**src/megarom_pkg.sv**
```systemverilog
/*
 * shared widths, mapper mode codes
 * and the bus, bank and RAM request structs
 */
package megarom_pkg;

	// ------------------------------
	// widths with a meaning
	// ------------------------------
	typedef logic [15:0] bus_addr_t;	// CPU address
	typedef logic [7:0]  byte_t;		// one data byte
	typedef logic [7:0]  bank_t;		// 8 KB bank number
	typedef logic [21:0] ram_addr_t;	// byte address in the image RAM

	// mapper kind, a static config input
	typedef logic [2:0] mapper_mode_t;

	localparam mapper_mode_t mode_asc8   = 3'd0;
	localparam mapper_mode_t mode_asc16  = 3'd1;
	localparam mapper_mode_t mode_normal = 3'd2;	// no switching
	localparam mapper_mode_t mode_kon4   = 3'd3;
	localparam mapper_mode_t mode_scc    = 3'd4;
	localparam mapper_mode_t mode_scci   = 3'd5;
	localparam mapper_mode_t mode_gen8   = 3'd6;
	localparam mapper_mode_t mode_gen16  = 3'd7;

	// ------------------------------
	// grouped signals
	// ------------------------------
	typedef struct packed {
		bus_addr_t address;
		byte_t     write_data;
		logic      read;		// one-cycle strobe
		logic      write;		// one-cycle strobe
		logic      memory;		// memory space access
	} bus_req_t;

	typedef struct packed {
		logic      rd;
		logic      wr;
		ram_addr_t address;
		byte_t     wdata;
	} ram_req_t;

	// the four 8 KB page registers
	typedef struct packed {
		bank_t bank0;	// 4000h-5FFFh
		bank_t bank1;	// 6000h-7FFFh
		bank_t bank2;	// 8000h-9FFFh
		bank_t bank3;	// A000h-BFFFh
	} bank_set_t;

endpackage

```
**src/megarom_bank_regs.sv**
```systemverilog
/*
 * MegaROM bank-select decode for all mapper kinds,
 * the four bank registers, SCC-I mode register, sound window flag
 */
`timescale 1ns/100ps

module megarom_bank_regs (
	input  logic                     clk,
	input  logic                     n_reset,
	input  megarom_pkg::mapper_mode_t mode,
	input  megarom_pkg::bus_req_t    bus,
	output megarom_pkg::bank_set_t   banks,
	output logic                     scci_ram_en,
	output logic                     sound_hit
);

	megarom_pkg::bank_t bank_q [0:3];	// page registers
	logic [3:0] sel;		// bank write enables for this strobe
	logic       pair;		// 16 KB kinds, write two pages at once
	logic [4:0] a;			// address in 2 KB blocks
	logic [3:0] gen8_sel;	// Generic8 windows, reused by Generic16
	logic       wr_stb;
	logic       scci_en;	// SCC-I (SCC+) register layout
	logic       scci_reg;	// BFFEh/BFFFh mode register
	logic       scc_win;
	logic       scci_win;

	assign a      = bus.address[15:11];
	assign wr_stb = bus.memory && bus.write;

	// generic: 4000h/5000h, 6000h/7000h, 8000h/9000h, A000h/B000h, first 2 KB only
	assign gen8_sel[0] = (a[4:2] == 3'b010) && !a[0];
	assign gen8_sel[1] = (a[4:2] == 3'b011) && !a[0];
	assign gen8_sel[2] = (a[4:2] == 3'b100) && !a[0];
	assign gen8_sel[3] = (a[4:2] == 3'b101) && !a[0];

	// ------------------------------
	// write window decode per mode
	// ------------------------------
	always_comb begin
		sel  = 4'b0000;
		pair = 1'b0;
		case (mode)
			megarom_pkg::mode_asc8: begin
				sel[0] = (a == 5'b01100);	// 6000h-67FFh
				sel[1] = (a == 5'b01101);	// 6800h-6FFFh
				sel[2] = (a == 5'b01110);	// 7000h-77FFh
				sel[3] = (a == 5'b01111);	// 7800h-7FFFh
			end
			megarom_pkg::mode_asc16: begin
				pair     = 1'b1;
				sel[1:0] = {2{a == 5'b01100}};	// 6000h-67FFh, lower 16 KB
				sel[3:2] = {2{a == 5'b01110}};	// 7000h-77FFh, upper 16 KB
			end
			megarom_pkg::mode_kon4: begin
				// bank0 stays on page 0
				sel[1] = (a[4:2] == 3'b011);	// 6000h-7FFFh
				sel[2] = (a[4:2] == 3'b100);	// 8000h-9FFFh
				sel[3] = (a[4:2] == 3'b101);	// A000h-BFFFh
			end
			megarom_pkg::mode_scc, megarom_pkg::mode_scci: begin
				sel[0] = (a == 5'b01010);	// 5000h-57FFh
				sel[1] = (a == 5'b01110);	// 7000h-77FFh
				sel[2] = (a == 5'b10010);	// 9000h-97FFh
				sel[3] = (a == 5'b10110);	// B000h-B7FFh
			end
			megarom_pkg::mode_gen8: begin
				sel = gen8_sel;
			end
			megarom_pkg::mode_gen16: begin
				pair     = 1'b1;
				sel[1:0] = {2{gen8_sel[0] | gen8_sel[1]}};
				sel[3:2] = {2{gen8_sel[2] | gen8_sel[3]}};
			end
			default: begin
				// plain ROM, pages fixed at 0..3
			end
		endcase
	end

	// ------------------------------
	// bank registers
	// ------------------------------
	always_ff @(posedge clk) begin
		if (!n_reset) begin
			for (int i = 0; i < 4; i++) begin
				bank_q[i] <= megarom_pkg::bank_t'(i);	// identity mapping
			end
		end else if (wr_stb) begin
			for (int i = 0; i < 4; i++) begin
				if (sel[i]) begin
					// pair: even page first, odd page second
					bank_q[i] <= pair ? {bus.write_data[6:0], i[0]} : bus.write_data;
				end
			end
		end
	end

	assign banks.bank0 = bank_q[0];
	assign banks.bank1 = bank_q[1];
	assign banks.bank2 = bank_q[2];
	assign banks.bank3 = bank_q[3];

	// SCC-I mode register at BFFEh/BFFFh
	assign scci_reg = (mode == megarom_pkg::mode_scci) && (bus.address[15:1] == 15'h5fff);

	always_ff @(posedge clk) begin
		if (!n_reset) begin
			scci_en     <= 1'b0;
			scci_ram_en <= 1'b0;
		end else if (wr_stb && scci_reg) begin
			scci_en     <= bus.write_data[5];
			scci_ram_en <= bus.write_data[4];	// pages become writable RAM
		end
	end

	// ------------------------------
	// sound register windows
	// ------------------------------
	// SCC layout 9800h-9FFFh, selected by page 3Fh in bank2
	assign scc_win = ((mode == megarom_pkg::mode_scc) ||
		((mode == megarom_pkg::mode_scci) && !scci_en)) &&
		(a == 5'b10011) && (bank_q[2] == 8'h3f);

	// SCC+ layout B800h-BFFFh, selected by bank3 bit 7
	assign scci_win = (mode == megarom_pkg::mode_scci) && scci_en &&
		(a == 5'b10111) && bank_q[3][7];

	assign sound_hit = scc_win || scci_win || scci_reg;

	// plain ROM never remaps
	a_normal_fixed: assert property (@(posedge clk) disable iff (!n_reset)
		(mode == megarom_pkg::mode_normal) |=> $stable(banks));

endmodule

```
**src/ip_megarom.sv**
```systemverilog
/*
 * MegaROM slot logic, bus strobes to banked RAM requests
 */
`timescale 1ns/100ps

module ip_megarom #(
	parameter logic address_h = 1'b0	// top RAM address bit
) (
	input  logic                      clk,
	input  logic                      n_reset,
	input  megarom_pkg::mapper_mode_t mode,
	input  megarom_pkg::bus_req_t     bus,
	output logic                      bus_memory_cs,
	output logic                      bus_read_ready,
	output megarom_pkg::byte_t        bus_read_data,
	output megarom_pkg::ram_req_t     ram_req,
	input  logic                      busy,
	input  megarom_pkg::byte_t        rdata,
	input  logic                      rdata_en
);

	megarom_pkg::bank_set_t banks;
	megarom_pkg::bank_t     bank;	// page for the current address
	logic scci_ram_en;
	logic sound_hit;
	logic claim;		// 4000h-BFFFh minus sound windows
	logic sel_win;		// SCC bank-select window, xx10_1xxxh
	logic hold;			// request waiting on the RAM side

	megarom_bank_regs u_bank_regs (
		.clk         (clk),
		.n_reset     (n_reset),
		.mode        (mode),
		.bus         (bus),
		.banks       (banks),
		.scci_ram_en (scci_ram_en),
		.sound_hit   (sound_hit)
	);

	assign claim         = (bus.address[15:14] == 2'b01 || bus.address[15:14] == 2'b10) &&
		!sound_hit;
	assign bus_memory_cs = bus.memory && claim;

	// 5000h/7000h/9000h/B000h first 2 KB, the only select windows in SCC-I mode
	assign sel_win = (bus.address[12:11] == 2'b10);

	// ------------------------------
	// page lookup, A14:A13
	// ------------------------------
	always_comb begin
		case (bus.address[14:13])
			2'b10:   bank = banks.bank0;	// 4000h
			2'b11:   bank = banks.bank1;	// 6000h
			2'b00:   bank = banks.bank2;	// 8000h
			default: bank = banks.bank3;	// A000h
		endcase
	end

	assign hold = (ram_req.rd || ram_req.wr) && busy;

	// request strobes
	always_ff @(posedge clk) begin
		if (!n_reset) begin
			ram_req.rd <= 1'b0;
			ram_req.wr <= 1'b0;
		end else if (!hold) begin
			ram_req.rd <= bus_memory_cs && bus.read;
			ram_req.wr <= bus_memory_cs && bus.write && scci_ram_en && !sel_win;
		end
	end

	// request payload
	always_ff @(posedge clk) begin
		if (!hold) begin
			ram_req.address <= {address_h, bank, bus.address[12:0]};
			ram_req.wdata   <= bus.write_data;
		end
	end

	assign bus_read_ready = rdata_en;	// straight from RAM side
	assign bus_read_data  = rdata;

	a_rd_wr_excl: assert property (@(posedge clk) disable iff (!n_reset)
		!(ram_req.rd && ram_req.wr));

endmodule

```
**config.mk**
```make
export PLATFORM = sky130hd
export DESIGN_NAME = ip_megarom
export DESIGN_NICKNAME = d
export VERILOG_FILES = /design/src/megarom_pkg.sv /design/src/megarom_bank_regs.sv /design/src/ip_megarom.sv
export SDC_FILE = /design/constraint.sdc
export NUM_CORES = 1
export LEC_CHECK = 0
export BUFFER_PORTS_ARGS = -buffer_cell sky130_fd_sc_hd__buf_2
export CAP_MARGIN = 40
export CELL_PAD_IN_SITES_DETAIL_PLACEMENT = 1
export CELL_PAD_IN_SITES_GLOBAL_PLACEMENT = 1
export CORE_UTILIZATION = 45
export CTS_BUF_LIST = sky130_fd_sc_hd__clkbuf_2 sky130_fd_sc_hd__clkbuf_4 sky130_fd_sc_hd__clkbuf_8
export CTS_CLUSTER_DIAMETER = 100
export CTS_CLUSTER_SIZE = 25
export DETAILED_ROUTE_END_ITERATION = 12
export PLACE_DENSITY_LB_ADDON = 0.08
export SYNTH_ARGS = -nofsm -noshare
export SYNTH_HDL_FRONTEND = slang
export SYNTH_SLANG_ARGS = --single-unit
```
**constraint.sdc**
```tcl
create_clock -name clk -period 8.4 [get_ports clk]
set_input_delay 0.42 -clock clk [delete_from_list [all_inputs] [get_ports clk]]
set_output_delay 0.42 -clock clk [all_outputs]
set_load 0.02 [all_outputs]
```
==> summary.md, run 1 <==
| Metric | Value |
|---|---|
| Outcome | finished, final reports clean |
| Initial drt markers | 108 |
| Die height | 83.1 µm |
| Row cnt | 29 |
| PortBufs | 64 |
| Storage cell area | 0.00191 mm² |
| Crit. End Element | flop |
| Final hold vios | 0 |
| WHS | 0.261 ns |
| Num CTS Buffers | 9 |
| Largest net degree at the start of global routing | 25 |
| First-pass GRT wire length | 11300 µm |
| Max Clk Rate | 0.430 GHz |
| Crit start category | primary input |
| Post-DP HPWL | 5230 µm |
| Max clock buf depth | 2 |
| Crit path DAT | 2.37 ns |
| Pint | 0.000509 W |
| Grt total ovfl | 0 |
| Area of the multi-input gates | 925 µm² |
| Power Density | 199 mW/mm² |
| Placer Congestion | 0.899 |
| Kind of critical path | primary input to flop |
| Count of pins over their slew limit | 0 |
| Hold_buf cts | 0 |
| RSZ-0062 raised after global routing | no |
| Area Overhead vs Synth | 17.1% |
| Vias in the first global route | 2096 |
| Hold/Removal Path Class | primary input to flop |
| Sequential-to-total area share from yosys stat | 64.6% |
| Post-synth top cells | edfxtp_1, nor2_1, nor3_1 |
| Worst vdd ir | 0.0996 mV |
| Syn Area/Cell | 14.0 µm² |
| Primary FF master, synth | edfxtp_1 |
| CTS resizes | 0 |
| Share of the synthesized area in the top cell type | 61.9% |
| DRT Pass-1 Iters | 4 |
| R2R cell count | 2 |
| Async set or reset register ratio after synthesis | 0% |
| Worst Min Path Start | bus[11] |
| Root buf cell | clkbuf_8 |
| Cells after Synth | 212 |
| Setup Skew | 0.00616 ns |
| Worst Max-Slew Pin Slew | 0.824 ns |
| # IOs | 84 |
| Via count | 1986 |
| Netlist cell types | 48 |
| WL final | 6980 µm |
| Post-CTS setup buffer count | 0 |
| Crit-path slowest cell | o21ai_0 |
| Yosys top cell by area | edfxtp_1 |
| Setup ws final | 6.07 ns |
| DRT antenna net count | 0 |
| CTS sink cnt | 65 |
| WP data required | 8.44 ns |
| Die X | 83.1 µm |
| Ranking of synthesized cells by area | edfxtp_1, mux4_2, nor2_1, mux2i_1, buf_4 |
| Number of synthesized register bits | 65 |
| Seq pwr share | 55.4% |
| Combinational Power Share | 11.5% |
| Number of H-tree levels | 3 |
| All-Layer GR Usage | 21.5% |
| CTS tree | done |
| Hold Path Sink | ram_req[8] |
| NumNets Final | 317 |
| Switching part of the total | 26.0% |
| Post-synth EDFFs | 61 |
| Antenna violations before repair | 0 |
| Worst slack at placement | 5.69 ns |
| Static Leakage | 1.32 nW |
| Period utilization | 27.7% |
| Yosys warning count | 0 |
| CTS clk-pin slew, worst paths | 0.07 ns |
| Initial cell density of the core | 46.6% |
| Net Count, Synth | 254 |
| Reg2reg end | ram_req[22] |
| Worst-path cell chain | buf_2 > nor3b_2 > a32oi_1 > nor3_1 > nor2_1 > o21ai_0 > buf_4 |
| # DRC | 0 |
| Mapped Area | 0.00296 mm² |
| Register-to-register setup slack | 6.95 ns |
| Die area | 0.00691 mm² |
| Worst skew pair latency | 0.33 ns |
| Crit Reg-Reg Startpoint | ram_req[30] |
| Max_slew headroom | 44.7% |
| Max-cap violations | 0 |
| Via/cell ratio | 5.56 |
| Hold depth | 1 |
| # setup viols final | 0 |
| Routed length per instance | 19.5 µm |
| Setup tns final | 0 ns |
| Slowest Stage Delay on Critical Path | 0.50 ns |
| Crit path max fanout | 16 |
| Fin crit period | 2.33 ns |
| CORE AREA | 0.00635 mm² |
| Clock share of power | 33.1% |
| Count leader, synth | edfxtp_1 |
| ANT cells | 0 |
| Filler cell count | 668 |
| Share of cells above drive strength 1 | 36.1% |
| Psw | 0.000179 W |
-- state kept, by name, summed over array words and instances, names as in the netlist --
signal / count
u_bank_regs.scci_ram_en: 1
ram_req: 31
u_bank_regs.bank_q: 32
u_bank_regs.scci_en: 1
-- kinds of logic (layout without fill, tap and decap cells) --
kind of cell | after synthesis | in the layout | synth area share (%)
flops | 65 | 65 | 64.6
xor+xnor | 1 | 1 | 0.296
simple gates | 80 | 80 | 14.2
other cells | 1 | 1 | 0.127
mux | 17 | 17 | 9.13
buf+inv | 20 | 88 | 4.31
compound gates | 28 | 28 | 7.31
-- critical path, delay by kind of cell --
family,cells,cell delay (ns)
simple gates,3,0.70
compound gates,2,0.59
buf+inv,2,0.65
-- cells in the final DEF (no fill, tap or decap), types with 3 or more instances in the layout --
master / netlist / routed
mux2i_1: 9 / 9
nand2b_1: 3 / 3
clkbuf_8: 0 / 9
buf_4: 11 / 3
nand2_1: 11 / 11
buf_2: 2 / 65
inv_1: 4 / 4
o21ai_0: 9 / 8
nor3_1: 12 / 12
dfxtp_1: 4 / 4
nor2b_1: 4 / 4
nand3_1: 5 / 5
nor2_1: 26 / 26
edfxtp_1: 61 / 61
mux4_2: 8 / 8
nand4_1: 4 / 4
-- layout make-up --
class / count / area share, %
well taps: 77 / 2.78
inverters: 4 / 0.433
clock buffers: 9 / 3.57
multi-input cells: 127 / 26.7
flip-flops and latches: 65 / 55.2
repair buffers: 68 / 10.0
clock inverters: 7 / 1.34
-- per-stage QoR --
| stage | instances | instance area, µm² | total power [W] | util, % |
|---|---|---|---|---|
| 6_report | 357 | 3470 | 0.000689 | 54.6 |
| 5_1_grt | 357 | 3470 | 0.000717 | 54.6 |
| 4_1_cts | 357 | 3470 | 0.000697 | 54.6 |
| 3_5_place_dp | 341 | 3300 | 0.000469 | 51.9 |
| 3_3_place_gp | 340 | 3290 | 0.000466 | 51.8 |
| 2_1_floorplan | 212 | 2960 | 0.000441 | - |
-- layer usage --
metal | global-route usage, % | wire [µm]
met5 | 0 | 0
met4 | 7.99 | 124
met3 | 4.87 | 298
met2 | 35.4 | 3460
met1 | 27.9 | 3090
-- power by group through the flow --
| stage | sequential (W) | clock [W] | combinational, W |
|---|---|---|---|
| floorplan | 0.000403 | 0 | 0.0000384 |
| global placement | 0.000388 | 0 | 0.0000780 |
| detailed placement | 0.000389 | 0 | 0.0000795 |
| CTS | 0.000382 | 0.000235 | 0.0000798 |
| global route | 0.000383 | 0.000248 | 0.0000852 |
| finish | 0.000382 | 0.000228 | 0.0000790 |
-- worst max-delay path by stage --
stage | start | cells after the start | end
finish | bus[25] | 7 | u_bank_regs.bank_q[3][7]
global route | bus[25] | 7 | u_bank_regs.bank_q[3][7]
CTS | bus[25] | 7 | u_bank_regs.bank_q[3][6]
detailed placement | bus[25] | 7 | u_bank_regs.bank_q[3][6]
global placement | bus[25] | 6 | u_bank_regs.bank_q[0][1]
floorplan | ram_req[30] | 1 | ram_req[0]
Note: power is estimated with default switching activity, not from simulation.
==> run 2, diff against run 1 <==
--- a/config.mk
+++ b/config.mk
@@ -9,7 +9,7 @@
 export CAP_MARGIN = 40
 export CELL_PAD_IN_SITES_DETAIL_PLACEMENT = 1
 export CELL_PAD_IN_SITES_GLOBAL_PLACEMENT = 1
-export CORE_UTILIZATION = 45
+export CORE_UTILIZATION = 39
 export CTS_BUF_LIST = sky130_fd_sc_hd__clkbuf_2 sky130_fd_sc_hd__clkbuf_4 sky130_fd_sc_hd__clkbuf_8
 export CTS_CLUSTER_DIAMETER = 100
 export CTS_CLUSTER_SIZE = 25
==> constraint.sdc (replaced) <==
create_clock -name clk -period 2.1 [get_ports clk]
set_input_delay 0.105 -clock clk [delete_from_list [all_inputs] [get_ports clk]]
set_output_delay 0.105 -clock clk [all_outputs]
set_load 0.02 [all_outputs]
==> summary.md, run 2 (synthesis gave the netlist of run 1 again) <==
| Metric | Value |
|---|---|
| Top Registers | u_bank_regs.bank_q: 32 flops, ram_req: 31 flops |
| Psw | 0.000715 W (+300%) |
| Area Overhead vs Synth | 25.8% |
| Hold depth | 1 (unchanged) |
| Setup Skew | 0.0112 ns (+0.00500 ns) |
| Pint | 0.00206 W (+300%) |
| Most flop-heavy register | u_bank_regs.bank_q |
| Switching part of the total | 25.8% (-0.23 points) |
| Static Leakage | 1.42 nW (+7.7%) |
| CORE AREA | 0.00729 mm² (+15%) |
| Num CTS Buffers | 9 (unchanged) |
| NumNets Final | 340 (+7.3%) |
| First-pass GRT wire length | 10900 µm (-3.6%) |
| Post-route cell area | 0.00372 mm² (+7.4%) |
| CTS clk-pin slew, worst paths | 0.07 ns (about the same) |
| WHS | 0.0237 ns (-0.237 ns) |
| WP data required | 2.00 ns (-6.44 ns) |
| Antenna violations before repair | 0 (unchanged) |
| Share of cells above drive strength 1 | 34.1% (-2.0 points) |
| Top Metal Used | met4 |
| Largest net degree at the start of global routing | 21 (-16%) |
| Most frequent cells in the layout | buf_2, edfxtp_1, nor2_1 |
| Met1 wire length | 3350 µm (+8.2%) |
| Routed length per instance | 17.7 µm (-9.4%) |
| Number of H-tree levels | 3 (unchanged) |
| Count of pins over their slew limit | 0 (unchanged) |
| Max-cap violations | 0 (unchanged) |
| Crit path max fanout | 3 (-13) |
| Vias in the first global route | 2091 (-0.24%) |
| Max clock buf depth | 2 (unchanged) |
| Max_slew headroom | 68.2% (+23 points) |
| Met3 routed WL | 273 µm (-8.4%) |
| Die X | 89.1 µm (+7.2%) |
| # IOs | 84 (unchanged) |
| All-Layer GR Usage | 19.3% (-2.2 points) |
| Via count | 2071 (+4.3%) |
| CTS tree | done |
| Crit-path slowest cell | dfxtp_1 |
| Clock share of power | 32.2% (-0.9 points) |
| Commonest non-fill, non-tap cell in the layout | buf_2 |
| Outcome | finished, final reports clean |
| CTS sink cnt | 65 (unchanged) |
| Worst skew pair latency | 0.33 ns (about the same) |
| Fin crit period | 1.77 ns |
| R2R cell count | 5 (+3) |
| Root buf cell | clkbuf_8 |
| Via/cell ratio | 5.16 (-7.2%) |
| Die height | 89.1 µm (+7.2%) |
| Row cnt | 31 (+6.9%) |
| Power Density | 744 mW/mm² (+270%) |
| RSZ-0062 raised after global routing | no |
| DRT Pass-1 Iters | 5 (+1) |
| Crit path DAT | 1.66 ns (-0.71 ns) |
| DRT antenna net count | 0 (unchanged) |
| Setup ws final | 0.330 ns (-5.74 ns) |
| Combinational Power Share | 12.7% (+1.2 points) |
| Max FFs per register | 32 (unchanged) |
| PortBufs | 64 (unchanged) |
| # setup viols final | 0 (unchanged) |
| Worst vdd ir | 0.414 mV (+320%) |
| Slowest Stage Delay on Critical Path | 0.35 ns (-0.15 ns) |
| Kind of critical path | flop to output pin |
| WL final | 7100 µm (+1.8%) |
| Hold/Removal Path Class | primary input to flop |
| CTS resizes | 0 (unchanged) |
| Initial cell density of the core | 40.6% (-6.0 points) |
| Final hold vios | 0 (unchanged) |
| Crit. End Element | output pin |
| Period utilization | 84.3% |
| Seq pwr share | 55.1% (-0.3 points) |
| Worst Max-Slew Pin Slew | 0.464 ns (-0.360 ns) |
| Crit start category | flop |
| Met2 wire length | 3390 µm (-2.2%) |
| ANT cells | 0 (unchanged) |
| Initial drt markers | 106 (-1.9%) |
| Placed cell areas | 0.00338 mm² (+2.7%) |
| Post-DP HPWL | 5090 µm (-2.7%) |
| Max Clk Rate | 0.565 GHz |
| Setup tns final | 0 ns (unchanged) |
| Die area | 0.00794 mm² (+15%) |
| Grt total ovfl | 0 (unchanged) |
| Worst slack at placement | 0.244 ns (-5.45 ns) |
| Worst-path cell chain | a211o_1 > nor3_1 > o21ai_0 > nand4_1 > inv_1 > buf_2 |
| Placer Congestion | 0.838 (-6.8%) |
| # DRC | 0 (unchanged) |
## run 2: changes by cell type in the layout (fill, tap and decap cells not counted), sizes merged
cell         change
buf              +5
clkinvlp         -1
clkinv           +1
inv              -1
dlygate4sd3     +18
## run 2: through the flow
stage | power (W) | utilization, % | cells
detailed placement | 0.00188 | 46.4 | 368
CTS | 0.00279 | 51.1 | 401
global route | 0.00288 | 51.1 | 401
global placement | 0.00188 | 46.4 | 368
floorplan | 0.00176 | - | 212
finish | 0.00277 | 51.1 | 401
## run 2: final timing paths
path	startpoint	to	slack (ns)
worst min register to register	u_bank_regs.scci_ram_en	u_bank_regs.scci_ram_en	0.53
worst max-delay path	u_bank_regs.scci_en	bus_memory_cs	0.33
worst max register to register	u_bank_regs.scci_en	ram_req[30]	0.73
worst min-delay path	bus[23]	ram_req[20]	0.02
## run 2: power by group through the flow
stage / sequential (W) / combinational, W / clock (W)
2_1_floorplan: 0.00161 / 0.000154 / 0
3_3_place_gp: 0.00155 / 0.000324 / 0
3_5_place_dp: 0.00156 / 0.000326 / 0
4_1_cts: 0.00153 / 0.000353 / 0.000912
5_1_grt: 0.00154 / 0.000382 / 0.000958
6_report: 0.00153 / 0.000351 / 0.000892
## run 2: what timing repair did
action                                 CTS  global route
endpoints found under the hold margin   18             0
hold buffers                            18             0
setup buffers                            0             0
## run 2: final cells by class
| cell class | instances | area [µm²] |
|---|---|---|
| Clock buffer | 9 | 124 |
| Clock inverter | 6 | 36.3 |
| Fill cell | 783 | 3570 |
| Inverter | 4 | 15.0 |
| Multi-Input combinational cell | 127 | 932 |
| Sequential cell | 65 | 1910 |
| Tap cell | 99 | 124 |
| Timing Repair Buffer | 91 | 581 |
## run 2: critical path, delay by kind of cell, from the launching register on
family / cells / cell delay [ns]
AO/OA/AOI/OAI: 2 / 0.41
AND/OR/NAND/NOR: 2 / 0.37
flip-flops: 1 / 0.35
buffers and inverters: 2 / 0.21
## run 2: metal layers
layer	track usage, %	vias to the layer above
met5	0	-
met4	6.35	0
met3	3.88	15
met2	30.4	60
met1	26.8	1019
li1	-	977
==> run 3, diff against run 2 <==
==> constraint.sdc (replaced) <==
create_clock -name clk -period 1.6 [get_ports clk]
set_input_delay 0.08 -clock clk [delete_from_list [all_inputs] [get_ports clk]]
set_output_delay 0.08 -clock clk [all_outputs]
set_load 0.02 [all_outputs]
==> summary.md, run 3 (synthesis gave the netlist of run 1 again) <==
| Metric | Value |
|---|---|
| Outcome | finished with violations |
| Failing checks | setup timing |
| Crit path DAT | 1.57 ns (-0.09 ns) |
| Initial drt markers | 96 (-9.4%) |
| Commonest non-fill, non-tap cell in the layout | buf_2 |
| Routed length per instance | 18.3 µm (+3.4%) |
| All-Layer GR Usage | 21.5% (+2.3 points) |
| DRT Pass-1 Iters | 4 (-1) |
| Antenna violations before repair | 0 (unchanged) |
| Cells after DPL | 394 (+7.1%) |
| Crit. End Element | output pin |
| DRT antenna net count | 0 (unchanged) |
| # DRC | 0 (unchanged) |
| Final hold vios | 0 (unchanged) |
| Most frequent cells in the layout | buf_2, edfxtp_1, buf_4 |
| Max Clk Rate | 0.604 GHz |
| Crit Reg-Reg Startpoint | u_bank_regs.bank_q[2][5] |
| R2R cell count | 6 (+1) |
| Post-DP HPWL | 5670 µm (+11%) |
| ANT cells | 0 (unchanged) |
| WP data required | 1.52 ns (-0.48 ns) |
| CTS clk-pin slew, worst paths | 0.08 ns (about the same) |
| Worst vdd ir | 0.400 mV (-3.4%) |
| Die area | 0.00794 mm² (unchanged) |
| First-pass GRT wire length | 12100 µm (+12%) |
| Fin crit period | 1.65 ns |
| PortBufs | 64 (unchanged) |
| CORE AREA | 0.00729 mm² (unchanged) |
| Num CTS Buffers | 9 (unchanged) |
| Count of pins over their slew limit | 0 (unchanged) |
| RSZ-0062 raised after global routing | yes |
| Die height | 89.1 µm (unchanged) |
| Area Overhead vs Synth | 35.0% |
| NumNets Final | 369 (+8.5%) |
| Share of cells above drive strength 1 | 41.3% (+7.2 points) |
| Placer Congestion | 0.836 (-0.19%) |
| Crit start category | flop |
| Pwr Total | 0.00388 W (+40%) |
| Via count | 2196 (+6.0%) |
| Row cnt | 31 (unchanged) |
| Max FFs per register | 32 (unchanged) |
| Reg2reg end | ram_req[31] |
| Vias in the first global route | 2263 (+8.2%) |
| Crit path max fanout | 2 (-1) |
| Critical Path Start | u_bank_regs.bank_q[2][7] |
| Initial cell density of the core | 40.6% (unchanged) |
| # IOs | 84 (unchanged) |
| CTS tree | done |
| Setup Skew | 0.00963 ns (-0.00153 ns) |
| Most flop-heavy register | u_bank_regs.bank_q |
| Setup crit end | bus_memory_cs |
| Top Registers | u_bank_regs.bank_q: 32 flops, ram_req: 31 flops |
| Largest net degree at the start of global routing | 28 (+33%) |
| Filler cell count | 777 (-0.77%) |
| Number of H-tree levels | 3 (unchanged) |
| Worst skew pair latency | 0.34 ns (about the same) |
| Power Density | 971 mW/mm² (+31%) |
| Final Instance Count excl. Fillers | 431 (+7.5%) |
| Period utilization | 103% |
| Setup ws final | -0.0543 ns (-0.384 ns) |
| Via/cell ratio | 5.10 (-1.3%) |
| Grt total ovfl | 0 (unchanged) |
| # setup viols final | 1 (+1) |
| Static Leakage | 1.58 nW (+11%) |
| Hold/Removal Path Class | primary input to flop |
| Die X | 89.1 µm (unchanged) |
| Max-cap violations | 0 (unchanged) |
| Layout Utilization | 54.8% (+3.7 points) |
| Root buf cell | clkbuf_8 |
| Max clock buf depth | 2 (unchanged) |
| Kind of critical path | flop to output pin |
| Register-to-register setup slack | 0.25 ns (-0.48 ns) |
| WL final | 7890 µm (+11%) |
| CTS sink cnt | 65 (unchanged) |
## run 3: cell types whose count changed in the layout (fill, tap and decap cells not counted), moves of 2 or more
cell,before,now
o21ai_0,8,4
buf_4,8,37
o21ai_2,1,3
o21ai_1,2,4
clkinv_4,2,0
## run 3: final cells by class
| type | instances | area, µm² | area share (%) |
|---|---|---|---|
| sequential | 65 | 1910 | 47.9 |
| multi-input combinational | 127 | 945 | 23.6 |
| timing repair buffer | 120 | 815 | 20.4 |
| clock buffer | 9 | 124 | 3.10 |
| tap | 99 | 124 | 3.10 |
| clock inverter | 7 | 61.3 | 1.53 |
| inverter | 4 | 15.0 | 0.376 |
## run 3: routing by layer
metal  global-route usage (%)  wire (µm)  up-vias
li1                         -          -     1031
met5                        0          0        -
met2                     35.2       3830       66
met1                     28.1       3600     1079
met4                     9.67        178        0
met3                     3.79        289       20
## run 3: worst max-delay path, stage by stage (launching register included)
cell	delay, ns
edfxtp_1	0.39
nand4bb_1	0.21
nor3_2	0.21
o21ai_1	0.11
nand4_1	0.13
inv_1	0.07
buf_6	0.13
## run 3: power by group
group	leakage, nW	internal [W]	switching (W)
combinational	0.846	0.000236	0.000298
sequential	0.644	0.00197	0.0000333
clock	0.0877	0.000701	0.000642
## run 3: worst min-delay path by stage
stage / from / to / slack, ns / cells past startpoint
floorplan: bus[3] / ram_req[0] / 0.18 / 0
global placement: rdata[6] / bus_read_data[6] / 0.16 / 0
detailed placement: rdata[6] / bus_read_data[6] / 0.16 / 0
CTS: bus[8] / ram_req[5] / 0.009 / 1
global route: bus[8] / ram_req[5] / 0.008 / 1
finish: bus[2] / ram_req[31] / 0.02 / 3
## run 3: metrics by stage
stage          cell area [µm²]  worst slack (ns)  TNS [ns]  hold WS (ns)
2_1_floorplan             2990           -0.0521    -0.542         0.179
3_3_place_gp              3600           -0.0558     -1.31         0.160
3_5_place_dp              3600           -0.0905     -2.11         0.160
4_1_cts                   3970           -0.0920   -0.0920       0.00866
5_1_grt                   4000            -0.147    -0.147       0.00820
6_report                  4000           -0.0543   -0.0543        0.0191
## run 3: timing repair
item,in CTS,in global routing
endpoints found under the setup margin,1,1
resized for setup,2,2
endpoints found under the hold margin,17,0
hold buffers,17,0
pin swaps,3,4
buffers inserted,2,2
